==> src/hdl/mem_settings.svh <==
`ifndef MEM_SETTINGS_SVH
`define MEM_SETTINGS_SVH

// data path and byte address width
`define MEM_XLEN 32

// number of integer registers, x0 included
`define MEM_REGS 32

// data memory size in words, a power of two so the index wraps
`define MEM_DEPTH_WORDS 256

// cycles the data memory waits with valid held before it raises ready
`define MEM_WAIT_CYCLES 2

`endif

==> src/hdl/mem_stage_pkg.sv <==
`include "mem_settings.svh"

package mem_stage_pkg;

  typedef logic [`MEM_XLEN-1:0] xlen_t;
  typedef logic [`MEM_XLEN-1:0] addr_t;
  typedef logic [$clog2(`MEM_REGS)-1:0] reg_addr_t;
  typedef logic [`MEM_XLEN/8-1:0] strobe_t;

  // loads and stores are kept contiguous so ranges can test for them
  typedef enum logic [3:0] {
    op_none,
    op_alu,
    op_lb,
    op_lh,
    op_lw,
    op_lbu,
    op_lhu,
    op_sb,
    op_sh,
    op_sw
  } mem_op_t;

  typedef struct packed {
    mem_op_t op;
    reg_addr_t waddr;
    addr_t address;
    xlen_t data; // alu result or store data
  } slot_t;

  typedef struct packed {
    logic wren;
    reg_addr_t waddr;
    xlen_t wdata;
  } reg_write_t;

  typedef enum logic {
    st_idle,
    st_wait
  } stage_state_t;

endpackage

==> src/hdl/register_file.sv <==
`timescale 1ns/1ps
`include "mem_settings.svh"

module register_file (
  input logic clock,
  input logic reset,
  input mem_stage_pkg::reg_write_t write0,
  input mem_stage_pkg::reg_write_t write1,
  input mem_stage_pkg::reg_addr_t rd_addr,
  output mem_stage_pkg::xlen_t rd_data
);

  mem_stage_pkg::xlen_t regs [`MEM_REGS];

  logic wr0_ok;
  logic wr1_ok;

  assign wr0_ok = write0.wren & (write0.waddr != '0); // x0 is never written
  assign wr1_ok = write1.wren & (write1.waddr != '0);

  always_ff @(posedge clock) begin
    if (reset == 1'b0) begin
      for (int i = 0; i < `MEM_REGS; i++) begin
        regs[i] <= '0;
      end
    end else begin
      if (wr0_ok) begin
        regs[write0.waddr] <= write0.wdata;
      end
      if (wr1_ok) begin
        regs[write1.waddr] <= write1.wdata; // later assignment, so slot 1 wins a tie
      end
    end
  end

  assign rd_data = (rd_addr == '0) ? '0 : regs[rd_addr];

endmodule

==> config.mk <==
export PLATFORM = sky130hd
export DESIGN_NAME = register_file
export DESIGN_NICKNAME = d
export VERILOG_FILES = /design/src/hdl/mem_stage_pkg.sv /design/src/hdl/register_file.sv
export VERILOG_INCLUDE_DIRS = /design/src /design/src/hdl
export SDC_FILE = /design/constraint.sdc
export NUM_CORES = 1
export LEC_CHECK = 0
export BUFFER_PORTS_ARGS = -buffer_cell sky130_fd_sc_hd__buf_4
export CORE_AREA = 5 5 361 363
export CTS_CLUSTER_DIAMETER = 60
export DETAILED_ROUTE_END_ITERATION = 8
export DIE_AREA = 0 0 366 368
export GPL_ROUTABILITY_DRIVEN = 0
export PLACE_DENSITY_LB_ADDON = 0.05
export REMOVE_ABC_BUFFERS = 1
export SLEW_MARGIN = 20
export SYNTH_ARGS = -nofsm -noshare
export SYNTH_HDL_FRONTEND = slang
export SYNTH_SLANG_ARGS = --single-unit
==> constraint.sdc <==
create_clock -name clock -period 3.67 [get_ports clock]
set_clock_uncertainty 0.2 [all_clocks]
set_input_delay 0.734 -clock clock [delete_from_list [all_inputs] [get_ports clock]]
set_output_delay 0.734 -clock clock [all_outputs]
set_load 0.05 [all_outputs]
Word-level counts from Yosys, hierarchy flattened
Memory sizes are Yosys's and may differ from the RTL's.
Index checks and enable logic that the tools add are counted.
{ "op_classes": {"mul": 0, "div_mod_pow": 0, "bitwise": 2, "reduce_logical": 5, "magnitude_cmp": 0, "n_eq_ne": 0, "add_sub_neg": 0, "mux": 14, "n_shift": 0} }
{ "ops": {"columns": ["operator", "count"], "rows": [
  ["$mux 32", 3],
  ["$reduce_or 32->1", 2],
  ["$mux 5", 2],
  ["$reduce_bool 5->1", 2],
  ["$mux 1", 9],
  ["$logic_not 5->1", 1],
  ["$and 1x1->1", 2]
]} }
{ "totals": {"latch_bits": 0, "ramBits": 1024, "mem_count": 1, "output_inout_bits": 32, "mem_bits_ro": 0, "register_bits": 0, "elab_cells": 22} }
{ "mem_list": {"columns": ["name", "depth", "width", "read_ports", "rd_clocked_by_memory_dff", "write_ports", "line", "source"], "rows": [
  ["regs", 32, 32, 1, 0, 32, "register_file.sv:13", "mem_stage_pkg::xlen_t regs [`MEM_REGS];"]
]} }

Longest topological paths before layout
{ "logic_depth": {"word_depth": 7, "depth_mapped": 7} }

Least setup slack after synthesis
OpenSTA, ideal clock, no wires.
{ "synth_timing": {"path_kind": "input -> output", "startpoint": "in rd_addr[1]", "endpoint": "out rd_data[10]", "path_buffers": 3, "path_slack_ps": -431, "required_time_ps": 2736, "cell_stages": 7, "t_arrival_ps": 3167, "cell_sequence": "buf_2 -> buf_4 -> nor2b_1 -> clkbuf_1 -> a221oi_1 -> o21ai_0 -> a311oi_1"} }
{ "synth_between": {"elab_chain_len": 2, "elab_cells_between_ends": 3, "cone_classes": "mux (1); reduce/logical (1); memory (1)"} }
{ "synth_lines": {"columns": ["item", "line", "source"], "rows": [
  ["from (decl)", "register_file.sv:9", "input mem_stage_pkg::reg_addr_t rd_addr,"],
  ["$mem_v2 32x32 / $logic_not 5->1 (equally long branches)", null, null],
  ["$mux 32 *", "register_file.sv:36", "assign rd_data = (rd_addr == '0) ? '0 : regs[rd_addr];"],
  ["to (decl)", "register_file.sv:10", "output mem_stage_pkg::xlen_t rd_data"]
]} }
Mark *: on every way between the ends. The rest lies on a longest branch, timed or not.

Final worst setup path
{ "layout_timing": {"startpoint": "in rd_addr[1]", "endpoint": "out rd_data[23]"} }
Same word-level chain as after synthesis.

==> Implementation_results.wiki <==
{| class="wikitable"
! Metric !! Value
|-
| Result of the run || finished with violations
|-
| Violations in the final reports || negative setup slack
|-
| Routed Wire Length || around 220 mm
|-
| Area growth from synthesis to final layout || 20.5%
|-
| Endpoint of the worst hold path || regs[0][20]$_DFFE_PP_
|-
| Number of warnings issued by yosys || 0
|-
| Placed inst area || 0.0553 mm2
|-
| Kind of launch point of the worst setup path || input port
|-
| Initial antenna violation count || 15
|-
| Post-synthesis cell area || 0.0504 mm2
|-
| DR pass1 iterations || 6
|-
| Via count of the routed design || around 36000
|-
| # IOs || ~120
|-
| Most used cells in the layout excluding fill and tap cells || 1024 x edfxtp_1, 992 x a22o_1, 447 x buf_4
|-
| Net count, final || 3536
|-
| Layout filler cell count || 10900
|-
| FFs w/ async S/R, synth || 0%
|-
| Detail Placement HPWL || 129 mm
|-
| Wire length of the first global-routing pass || between 200 and 300 mm
|-
| Via count of the first global-routing pass || 36000
|-
| Largest fanout on the critical path || 7
|-
| Routed Antenna Nets || 0
|-
| Highest clock rate || 0.267 GHz
|-
| Reg clk slew, reported paths || 0.05 ns
|-
| Share of final-layout standard cells stronger than drive strength 1 || roughly a third
|-
| RSZ-0062 raised after global routing || yes
|-
| TritonCTS buffer count || 118
|-
| Clock tree from TritonCTS || built
|-
| H-tree depth reported by CTS || 3
|-
| Number of buffers added to fix hold violations after cts || 0
|-
| Crit path DAT || between 2 and 3 ns
|-
| Final standard cell area without fillers || 0.0607 mm2
|-
| Area occupied by registers || 0.0307 mm2
|-
| Input/output buffers || 114
|-
| Number of slew-limit violations in the final report || 0
|-
| Primary FF master, synth || edfxtp_1
|-
| Peak supply drop || 397 uV
|-
| Die Height || 368 um
|-
| Total Power || 29.0 mW
|-
| Cell variety after synth || 45
|-
| Overall overflow remaining after global route || 0
|-
| Register ranked first by flip-flop count || regs
|-
| Hold path start || reset
|-
| P_leak || 21.0 nW
|-
| Worst Tran Pin Value || 0.789 ns
|-
| Crit end category || primary output
|-
| Critical path class || input port to primary output
|-
| Power per standard cell area || 478 mW/mm2
|-
| Maximum Capacitance Violations || 0
|-
| Root buffer selected by CTS || clkbuf_16
|-
| Setup-failing EPs final || 21
|-
| Worst Hold Slack || 0.316 ns
|-
| Clock Path Buffers || 3
|-
| Detailed-route DRC error count || 0
|-
| WL/cell || 41.4 um
|-
| Worst slew slack as a fraction of its limit || about 47%
|-
| Pre-CTS WS || -0.803 ns
|-
| Leading registers by flop count || regs: 1024 flops
|-
| Depth of the worst hold-timing path || 2
|-
| Clock sinks || 1024
|-
| Std cell rows || 131
|-
| Ratio of routed vias to standard cells || roughly 6.8
|-
| Data required time at the worst endpoint || 2.74 ns
|-
| Leading cell type in the layout, fill and taps excluded || edfxtp_1
|-
| Overall Global Routing Usage || 31.4%
|-
| Post-layout worst setup margin || -0.0744 ns
|-
| Kind of path behind the tightest hold check || input port to register
|-
| Die Outline Area || 0.135 mm2
|-
| Synth Register Bits || 1024
|-
| Core Region || 0.127 mm2
|-
| Sequential area share after synthesis || 61.1%
|-
| Avg Cell Area, Syn || 15.6 um2
|-
| Starting density of the core || roughly two fifths
|-
| Number of placed cells counting well taps || between 4000 and 5000
|-
| Syn Inst Count || 3232
|-
| EDFF count, synth || 1024
|-
| Footprint of the multi-input gates || 0.0186 mm2
|-
| Number of DRC markers in iteration 0 || 4590
|-
| Largest register FFs || 1024
|-
| Critical path origin || rd_addr[1]
|-
| Final cell count without fillers || 5219
|-
| Final standard cell utilization of the core || 47.9%
|-
| Maximum number of pins on one net before global-route repair || 34
|-
| Width of the chip || 366 um
|-
| Fin crit period || 3.74 ns
|-
| Ratio of final minimum period to clock period || 102%
|-
| Aggregate negative setup slack || -0.629 ns
|-
| Hold Violations, Final || 0
|}
-- Yosys cell counts, types with 3 or more instances --
cell type	n	area, um2
o21ai_1	4	20.0
nor2_1	40	150
buf_2	110	551
nor2_2	9	56.3
or3b_1	3	26.3
buf_6	22	248
a211oi_1	32	240
nor3_4	8	130
mux2_2	32	360
inv_1	3	11.3
a311oi_1	32	280
a22oi_1	32	240
buf_4	8	60.1
and3b_1	3	26.3
o21ai_0	49	245
a22o_1	992	8690
a221oi_1	21	184
edfxtp_1	1024	30700
nor3b_4	7	131
a21oi_1	7	35.0
nor2b_1	34	213
o2111ai_1	11	96.3
clkbuf_1	355	1330
mux4_2	224	5040
nand3b_1	28	210
mux2i_1	64	641
nor3b_1	3	22.5
nand2_1	53	199
-- power by group --
group	switching [mW]	total (mW)	internal, mW	leakage [nW]
logic	2.32	3.61	1.29	9.45
clock network	4.97	11.6	6.66	1.81
registers	0.197	13.8	13.6	9.77
-- routing by layer --
layer  GRT usage, %  vias to the layer above  share of wire (%)
li1               -                    14000                  -
met1           42.4                    18900                 40
met2           48.2                     2202                 45
met3           8.24                      395                 10
met4           13.4                       12                4.5
met5              0                        -              0.037
-- critical path, stage by stage --
cell and delay, ns:
buf_16 0.15, buf_16 0.20, buf_16 0.15, buf_12 0.13, mux4_2 0.29, nor2b_1 0.17
a211oi_4 0.41, buf_4 0.20, a311oi_2 0.06, buf_6 0.23
-- worst max-delay path by stage --
stage / end
CTS: rd_data[23]
global placement: rd_data[23]
floorplan: rd_data[0]
global route: rd_data[29]
finish: rd_data[23]
detailed placement: rd_data[12]
-- what timing repair did --
item,CTS,global route
pin swaps,12,6
buffers inserted,43,3
setup endpoints to repair,32,31
gates cloned,9,1
resized for setup,184,42
-- cell type report --
cell class	count	area share, %
Antenna cell	6	0.0247
Clock buffer	148	5.19
Tap cell	1662	3.43
Timing Repair Buffer	566	9.12
Inverter	3	0.0206
Sequential cell	1024	50.7
Clock inverter	70	0.959
Multi-Input combinational cell	1740	30.6
-- cells by family after synthesis --
group,share of synthesized area [%]
flip-flops,61.1
AND/OR/NAND/NOR,2.62
buffers and inverters,4.38
AO/OA/AOI/OAI,19.9
multiplexers,12.0
other,0.00745
(Power assumes the default switching activity.)
