**src/hdl/mem_settings.svh**
```systemverilog
`ifndef MEM_SETTINGS_SVH
`define MEM_SETTINGS_SVH

// data path and byte address width
`define MEM_XLEN 32

// number of integer registers, x0 included
`define MEM_REGS 32

// data memory size in words, a power of two so the index wraps
`define MEM_DEPTH_WORDS 256

// cycles the data memory waits with valid held before it raises ready
`define MEM_WAIT_CYCLES 2

`endif

```
**src/hdl/mem_stage_pkg.sv**
```systemverilog
`include "mem_settings.svh"

package mem_stage_pkg;

  typedef logic [`MEM_XLEN-1:0] xlen_t;
  typedef logic [`MEM_XLEN-1:0] addr_t;
  typedef logic [$clog2(`MEM_REGS)-1:0] reg_addr_t;
  typedef logic [`MEM_XLEN/8-1:0] strobe_t;

  // loads and stores are kept contiguous so ranges can test for them
  typedef enum logic [3:0] {
    op_none,
    op_alu,
    op_lb,
    op_lh,
    op_lw,
    op_lbu,
    op_lhu,
    op_sb,
    op_sh,
    op_sw
  } mem_op_t;

  typedef struct packed {
    mem_op_t op;
    reg_addr_t waddr;
    addr_t address;
    xlen_t data; // alu result or store data
  } slot_t;

  typedef struct packed {
    logic wren;
    reg_addr_t waddr;
    xlen_t wdata;
  } reg_write_t;

  typedef enum logic {
    st_idle,
    st_wait
  } stage_state_t;

endpackage

```
**src/hdl/dmem_if.sv**
```systemverilog
`timescale 1ns/1ps

interface dmem_if;

  logic valid;
  mem_stage_pkg::addr_t addr;
  mem_stage_pkg::xlen_t wdata;
  mem_stage_pkg::strobe_t strobe; // zero strobe is a read
  mem_stage_pkg::xlen_t rdata;
  logic ready; // one cycle pulse, rdata valid with it

  modport requester (
    output valid, addr, wdata, strobe,
    input rdata, ready
  );

  modport responder (
    input valid, addr, wdata, strobe,
    output rdata, ready
  );

endinterface

```
**src/hdl/load_store_align.sv**
```systemverilog
`timescale 1ns/1ps
`include "mem_settings.svh"

module load_store_align (
  input mem_stage_pkg::slot_t slot,
  input mem_stage_pkg::xlen_t rdata,
  output mem_stage_pkg::strobe_t strobe,
  output mem_stage_pkg::xlen_t wdata,
  output mem_stage_pkg::xlen_t ldata
);

  logic [1:0] lane;
  logic [7:0] byte_sel;
  logic [15:0] half_sel;

  assign lane = slot.address[1:0];
  assign byte_sel = rdata[{lane, 3'b000} +: 8];
  assign half_sel = rdata[{lane[1], 4'b0000} +: 16]; // misaligned halves fall back to lane 0 or 2

  always_comb begin
    strobe = '0;
    wdata = slot.data;
    case (slot.op)
      mem_stage_pkg::op_sb: begin
        strobe = mem_stage_pkg::strobe_t'(4'b0001) << lane;
        wdata = {(`MEM_XLEN/8){slot.data[7:0]}}; // same byte on every lane
      end
      mem_stage_pkg::op_sh: begin
        strobe = mem_stage_pkg::strobe_t'(4'b0011) << {lane[1], 1'b0};
        wdata = {(`MEM_XLEN/16){slot.data[15:0]}};
      end
      mem_stage_pkg::op_sw: begin
        strobe = '1;
      end
      default: begin
        strobe = '0; // loads and alu ops leave the strobe at zero
      end
    endcase
  end

  always_comb begin
    case (slot.op)
      mem_stage_pkg::op_lb: begin
        ldata = {{(`MEM_XLEN-8){byte_sel[7]}}, byte_sel};
      end
      mem_stage_pkg::op_lbu: begin
        ldata = {{(`MEM_XLEN-8){1'b0}}, byte_sel};
      end
      mem_stage_pkg::op_lh: begin
        ldata = {{(`MEM_XLEN-16){half_sel[15]}}, half_sel};
      end
      mem_stage_pkg::op_lhu: begin
        ldata = {{(`MEM_XLEN-16){1'b0}}, half_sel};
      end
      default: begin
        ldata = rdata; // whole word for lw
      end
    endcase
  end

endmodule

```
**src/hdl/memory_stage.sv**
```systemverilog
`timescale 1ns/1ps

module memory_stage (
  input logic clock,
  input logic reset,
  input mem_stage_pkg::slot_t slot0,
  input mem_stage_pkg::slot_t slot1,
  input logic clear,
  dmem_if.requester dmem,
  output mem_stage_pkg::reg_write_t write0,
  output mem_stage_pkg::reg_write_t write1,
  output logic stall
);

  mem_stage_pkg::stage_state_t state;
  mem_stage_pkg::stage_state_t state_next;
  mem_stage_pkg::strobe_t strobe0;
  mem_stage_pkg::strobe_t strobe1;
  mem_stage_pkg::xlen_t wdata0;
  mem_stage_pkg::xlen_t wdata1;
  mem_stage_pkg::xlen_t ldata0;
  mem_stage_pkg::xlen_t ldata1;
  mem_stage_pkg::addr_t req_addr;
  mem_stage_pkg::xlen_t req_wdata;
  mem_stage_pkg::strobe_t req_strobe;
  logic mem0;
  logic mem1;
  logic mem_present;
  logic complete;

  function automatic logic is_load(mem_stage_pkg::mem_op_t op);
    return op inside {[mem_stage_pkg::op_lb : mem_stage_pkg::op_lhu]};
  endfunction

  function automatic logic is_mem(mem_stage_pkg::mem_op_t op);
    return op inside {[mem_stage_pkg::op_lb : mem_stage_pkg::op_sw]};
  endfunction

  // result of one slot, written only on the edge that completes the pair
  function automatic mem_stage_pkg::reg_write_t build_write(
    mem_stage_pkg::slot_t slot,
    mem_stage_pkg::xlen_t ldata,
    logic enable
  );
    mem_stage_pkg::reg_write_t w;
    w.waddr = slot.waddr;
    w.wdata = (slot.op == mem_stage_pkg::op_alu) ? slot.data : ldata;
    w.wren = enable & ((slot.op == mem_stage_pkg::op_alu) | is_load(slot.op));
    return w;
  endfunction

  load_store_align i_align0 (
    .slot(slot0),
    .rdata(dmem.rdata),
    .strobe(strobe0),
    .wdata(wdata0),
    .ldata(ldata0)
  );

  load_store_align i_align1 (
    .slot(slot1),
    .rdata(dmem.rdata),
    .strobe(strobe1),
    .wdata(wdata1),
    .ldata(ldata1)
  );

  assign mem0 = is_mem(slot0.op);
  assign mem1 = is_mem(slot1.op);
  assign mem_present = mem0 | mem1;

  assign dmem.valid = mem_present & ~clear;
  assign stall = mem_present & ~clear & ~dmem.ready;
  assign complete = (~mem_present | dmem.ready) & ~clear;

  // the first cycle goes straight from the slot, later cycles from the captured copy
  always_comb begin
    if (state == mem_stage_pkg::st_wait) begin
      dmem.addr = req_addr;
      dmem.wdata = req_wdata;
      dmem.strobe = req_strobe;
    end else if (mem0) begin
      dmem.addr = slot0.address;
      dmem.wdata = wdata0;
      dmem.strobe = strobe0;
    end else begin
      dmem.addr = slot1.address;
      dmem.wdata = wdata1;
      dmem.strobe = strobe1;
    end
  end

  always_comb begin
    state_next = state;
    case (state)
      mem_stage_pkg::st_idle: begin
        if (dmem.valid & ~dmem.ready) begin
          state_next = mem_stage_pkg::st_wait;
        end
      end
      default: begin
        if (dmem.ready) begin
          state_next = mem_stage_pkg::st_idle;
        end
      end
    endcase
    if (clear) begin
      state_next = mem_stage_pkg::st_idle;
    end
  end

  always_ff @(posedge clock) begin
    if (reset == 1'b0) begin
      state <= mem_stage_pkg::st_idle;
    end else begin
      state <= state_next;
    end
  end

  always_ff @(posedge clock) begin
    if (state == mem_stage_pkg::st_idle) begin
      req_addr <= dmem.addr;
      req_wdata <= dmem.wdata;
      req_strobe <= dmem.strobe;
    end
  end

  assign write0 = build_write(slot0, ldata0, complete);
  assign write1 = build_write(slot1, ldata1, complete);

endmodule

```
**src/flat_wrapper.sv**
```systemverilog
// flat-port wrapper written by rule: the top's interface ports become plain ports
module memory_stage_flat 
  (clock, reset, slot0, slot1, clear, write0, write1, stall, dmem_valid, dmem_addr, dmem_wdata, dmem_strobe, dmem_rdata, dmem_ready);
  dmem_if dmem_i ();
  input logic clock;
  input logic reset;
  input mem_stage_pkg::slot_t slot0;
  input mem_stage_pkg::slot_t slot1;
  input logic clear;
  output mem_stage_pkg::reg_write_t write0;
  output mem_stage_pkg::reg_write_t write1;
  output logic stall;
  output wire logic [$bits(dmem_i.valid)-1:0] dmem_valid;
  output wire logic [$bits(dmem_i.addr)-1:0] dmem_addr;
  output wire logic [$bits(dmem_i.wdata)-1:0] dmem_wdata;
  output wire logic [$bits(dmem_i.strobe)-1:0] dmem_strobe;
  input wire logic [$bits(dmem_i.rdata)-1:0] dmem_rdata;
  input wire logic [$bits(dmem_i.ready)-1:0] dmem_ready;
  assign dmem_valid = dmem_i.valid;
  assign dmem_addr = dmem_i.addr;
  assign dmem_wdata = dmem_i.wdata;
  assign dmem_strobe = dmem_i.strobe;
  assign dmem_i.rdata = dmem_rdata;
  assign dmem_i.ready = dmem_ready;
  memory_stage u_core (.clock(clock), .reset(reset), .slot0(slot0), .slot1(slot1), .clear(clear), .dmem(dmem_i), .write0(write0), .write1(write1), .stall(stall));
endmodule
```
**config.mk**
```make
export PLATFORM = sky130hd
export DESIGN_NAME = memory_stage_flat
export DESIGN_NICKNAME = d
export VERILOG_FILES = /design/src/hdl/mem_stage_pkg.sv /design/src/hdl/dmem_if.sv /design/src/hdl/load_store_align.sv /design/src/hdl/memory_stage.sv /design/src/flat_wrapper.sv
export VERILOG_INCLUDE_DIRS = /design/src /design/src/hdl
export SDC_FILE = /design/constraint.sdc
export NUM_CORES = 1
export LEC_CHECK = 0
export BUFFER_PORTS_ARGS = -buffer_cell sky130_fd_sc_hd__clkbuf_2
export CORE_ASPECT_RATIO = 0.75
export CORE_MARGIN = 2
export CORE_UTILIZATION = 30
export CTS_CLUSTER_DIAMETER = 30
export CTS_CLUSTER_SIZE = 30
export DETAILED_ROUTE_END_ITERATION = 8
export GPL_TIMING_DRIVEN = 0
export PLACE_DENSITY = 0.53
export SYNTH_ARGS = -nofsm -noshare
export SYNTH_HDL_FRONTEND = slang
export SYNTH_HIERARCHICAL = 1
export SYNTH_SLANG_ARGS = --single-unit
```
**constraint.sdc**
```tcl
create_clock -name clock -period 7.3 [get_ports clock]
set_clock_uncertainty 0.2 [all_clocks]
set_input_delay 0.73 -clock clock [delete_from_list [all_inputs] [get_ports clock]]
set_output_delay 0.73 -clock clock [all_outputs]
set_load 0.05 [all_outputs]
```
; Word level (Yosys, flattened, before mapping)
; Index checks and enable logic that the tools add are counted.
[totals]
reg_bits = 69
input_bits = 182
out_inout_bits = 146
word_cells = 69
[classes]
magnitude_cmp = 6
eq_ne = 16
n_shift = 8
muxes = 17
bitwise = 13
reduce_logical = 5
[ops]
columns = cell, count
row1 = one-hot mux 32 bit (4 select lines), 2
row2 = 2-to-1 mux 32 bit, 6
row3 = one-hot mux 32 bit (2 select lines), 2
row4 = variable part select 32 x 6 -> 16 bit, 2
row5 = variable part select 32 x 6 -> 8 bit, 2
row6 = == test 4 x 3 -> 1 bit (second input constant), 6
row7 = one-hot mux 4 bit (3 select lines), 2
row8 = == test 4 x 2 -> 1 bit (second input constant), 4
row9 = == test 4 bit (second input constant), 4
row10 = == test 4 x 1 -> 1 bit (second input constant), 2
row11 = greater-or-equal comparator 4 x 2 -> 1 bit (second input constant), 2
row12 = <= comparator 4 x 3 -> 1 bit (second input constant), 2
row13 = <= comparator 4 bit (second input constant), 2
row14 = 2-to-1 mux 4 bit, 2
row15 = << shifter 1 x 2 -> 4 bit (first input constant), 2
row16 = << shifter 2 x 2 -> 4 bit (first input constant), 2
row17 = AND 1 bit, 5
row18 = logical AND 1 bit, 4
row19 = inverter 1 bit, 4
row20 = bitwise OR 1 bit, 4
row21 = 2-to-1 mux 1 bit, 3
row22 = OR reduction 2 bit, 1

; Logic depth before layout (Yosys ltp)
[logic_depth]
depth_word = 7
ltp_mapped = 8
depth_no_buf = 6

; Cells and area by module
; The synthesis kept the hierarchy.
[modules_own_cells]
columns = module, n_inst, cells_each, area_each_um2, seq_area_each_um2
row1 = memory_stage, 1, 490, 4718.3, 2062.0
row2 = load_store_align, 2, 141, 1290.0, 0.0

; Least setup slack after synthesis
; No wires, ideal clock.
[synth_path]
path_kind = reg-to-output
start = register u_core.state
end = output dmem_wdata[22]
arrival_time_ns = 3.821
t_required_ns = 6.370
slack_ns = 2.549
stages_incl_launch_ff = 5
path_buffers = 2
path_cell_list = dfxtp_1 > inv_1 > clkbuf_1 > clkbuf_1 > a31oi_1
[synth_via]
elab_chain_len = 1
[synth_lines]
columns = item, line
row1 = "start, declared", memory_stage.sv:15  ; mem_stage_pkg::stage_state_t state;
row2 = "start signal, assigned", memory_stage.sv:114  ; state <= mem_stage_pkg::st_idle;
row3 = "start signal, assigned", memory_stage.sv:116  ; state <= state_next;
row4 = 2-to-1 mux 32 bit, memory_stage.sv:78  ; if (state == mem_stage_pkg::st_wait) begin
row5 = "end, declared", flat_wrapper.sv:15  ; output wire logic [$bits(dmem_i.wdata)-1:0] dmem_wdata;
; No other way between the ends.

==> results.md <==
* Power Density at 195.4 nW/um^2
* First DRT Iteration DRCs at 810
* Top post-synthesis cells by area: edfxtp_1 28%, mux2_2 13%, a31oi_1 5.8%
* Crit path max fanout at 13
* DRT antenna net count at 0
* Setup-failing EPs final at 0
* Met3 Use GR at 0.05383
* Die Area at 25600 sq um
* Ys async rst share at 0
* Minimum clock period at 4261 ps
* Post-synthesis xor/xnor area fraction at 0.002400
* Clock latency on the worst-skew pair at 350 ps
* DRT Pass-1 Iters at 5
* Slew Limit Fails at 0
* Clock buffer depth at 2
* Clk pin slew, worst setup/hold paths at 70 ps
* Max-Cap Viols at 0
* Max-Slew Margin vs Limit at 0.2171
* Syn nets at 954
* Clock sinks at 69
* TritonCTS clock tree: yes
* Die Span Y at 139.1 um
* DP Worst Slack at 3092 ps
* Global routing's busiest layer: met1
* Cell area after synthesis at 7298 sq um
* Worst vdd ir at 113.4 uV
* Adder and majority gate portion of the synthesized area at 0
* Mux share of post-synthesis cell area at 0.2064
* DIE WIDTH at 184.1 um
* Cell accounting for the most synthesized area: edfxtp_1
* Final hold vios at 0
* GR Layer Usage met1 at 0.3850
* Synth Register Bits at 69
* Avg Cell Area, Syn at 9.454 sq um
* DR vias at 8137
* Startpoint types: input port
* Gpl congestion at 0.9521
* H-tree depth at 3
* Initial antenna violation count at 1
* Largest family of logic cells by synthesized area: compound AO/OA/AOI/OAI gates
* Drt total wl at 33960 um
* Unrepaired setup endpoints after global routing: no
* Setup Total Neg Slack at 0 ps
* CP Class: input port to primary output
* CP most frequent cell: clkbuf_2
* Hold_buf cts at 0
* CP max stage delay at 890 ps
* CTS buffer count at 9
* Leakage at 4.435 nW
* Clock root buffer master: clkbuf_16
* Post-CTS setup buffer count at 0
* Grt total ovfl at 0
* Cell Chain, Critical Path: clkbuf_2 -> and3b_1 -> a22oi_1 -> clkbuf_1 -> a21o_1 -> mux2_2 -> clkbuf_2
* Nets at 1283
* Routed WL per cell at 24.03 um
* Cells after synthesis at 772
* Fmax at 234.7 MHz
* Post-synth top area share at 0.2798
* IO Pins at 328
* P&R area growth vs syn at 31.87%
* Compound-Gate Fraction of Synth Area at 0.2601
* Initial Util at 0.3052
* Total Power at 1.880 mW
* Post-DP HPWL at 27030 um
* Met2 Usage GRT at 0.3678
* Slowest-stage cell, CP: a22oi_1
* Largest net degree at the start of global routing at 42
* Fillers at 2478
* Final worst path period share at 0.5837
* Final WS setup at 3039 ps
* Sequential fraction of the synthesis area at 0.2825
* Resize count post-CTS at 0
* CP arrival at 3330 ps
* Gr usage total at 0.2558
* EDFF count, synth at 68
* Layout Cells excl Fill at 1413
* WP data required at 6370 ps
* Row count at 49
* Vias in the first global route at 7560
* Layout cell share with drive strength beyond 1 at 0.4783
* DR DRC count at 0
* Number of port buffers at 317
* Crit end category: primary output
* Ys Warns at 6
* Status: finished, final reports clean
* Distinct cells, synth at 57
* Core ar. at 23910 sq um
* Tightest Hold Check Type: flip-flop to flip-flop
* First-pass GRT wire length at 48890 um
* Worst-Margin Slew at 1174 ps
* Main synth FF type: edfxtp_1
* Placed insts at 1396
* Vias per cell at 5.759
* Post-synthesis simple-gate area fraction at 0.1603
critical path, delay by kind of cell:
kind / cells / cell delay (ps)
buffers and inverters: 3 / 1090
AOI/OAI and AO/OA: 2 / 1100
muxes: 1 / 160
and+or+nand+nor: 1 / 250
worst paths after layout:
kind	startpoint	end	slack, ps	cells after the start
setup / recovery	slot1[70]	write1[26]	3040	7
hold / removal	u_core/state	u_core/state	350	1
setup reg to reg	u_core/state	u_core/req_wdata[27]	4810	5
hold reg to reg	u_core/state	u_core/state	350	1
cell type report:
class,instances,area (sq um),area share
plain buffers,100,610.6,0.06344
inverters,10,37.54,0.003900
multi-input cells,593,4592,0.4771
clock buffers,9,225.2,0.02340
clock inverters,7,105.1,0.01092
repair buffers,318,1607,0.1669
well taps,306,382.9,0.03978
flip-flops and latches,69,2062,0.2142
diodes,1,2.502,0.0002600
sequential cells by signal, summed over array words and instances (netlist names):
signal / count
u_core/req_wdata: 32
u_core/req_addr: 32
u_core/req_strobe: 4
u_core/state: 1
synth_stat cells, types with 4 or more instances:
| cell type | n |
|---|---|
| mux2_2 | 86 |
| o21ai_0 | 77 |
| nor2_1 | 71 |
| a31oi_1 | 68 |
| edfxtp_1 | 68 |
| nand3_1 | 60 |
| a21o_1 | 48 |
| buf_4 | 35 |
| clkbuf_1 | 35 |
| a221o_1 | 28 |
| buf_2 | 20 |
| nor2b_1 | 19 |
| a22o_1 | 18 |
| buf_6 | 10 |
| inv_1 | 10 |
| nand3_2 | 10 |
| mux4_1 | 8 |
| mux4_2 | 8 |
| nor3_1 | 7 |
| mux2_1 | 6 |
| nand2_1 | 6 |
| o21ai_1 | 5 |
| a41o_1 | 4 |
| mux2_4 | 4 |
| nor2_2 | 4 |
| nor3b_1 | 4 |
cells by family after synthesis:
| family | count (synthesis) |
|---|---|
| AO/OA/AOI/OAI | 271 |
| flip-flops | 69 |
| AND/OR/NAND/NOR | 206 |
| multiplexers | 114 |
| XOR/XNOR | 2 |
| buffers and inverters | 110 |
cell usage in the layout (no fill, tap or decap), drive strengths merged, types with 19 or more instances in the layout:
cell type | netlist | routed
a21o | 48 | 48
nand3 | 70 | 70
clkbuf | 35 | 361
mux2 | 96 | 96
edfxtp | 68 | 68
a31oi | 68 | 68
nor2 | 79 | 79
nor2b | 19 | 19
buf | 65 | 66
o21ai | 83 | 83
a221o | 28 | 28
routing by layer:
metal | vias up | part of all wire
met5 | - | 0
met1 | 3953 | 0.47
met4 | 0 | 0.019
met2 | 472 | 0.42
li1 | 3668 | -
met3 | 44 | 0.090
where the power goes:
group | switching (mW) | internal, mW | leakage [nW]
sequential | 0.0143 | 0.502 | 0.729
clock | 0.195 | 0.305 | 0.159
combinational | 0.616 | 0.249 | 3.55
stage by stage:
step                instance area [sq um]  hold WS [ps]  utilization
floorplan                            7298         272.2            -
global placement                     9268         336.0       0.3876
detailed placement                   9291         339.2       0.3886
CTS                                  9622         356.1       0.4024
global route                         9622         360.4       0.4024
finish                               9624         348.2       0.4025
Note: power is estimated with default switching activity, not from simulation.
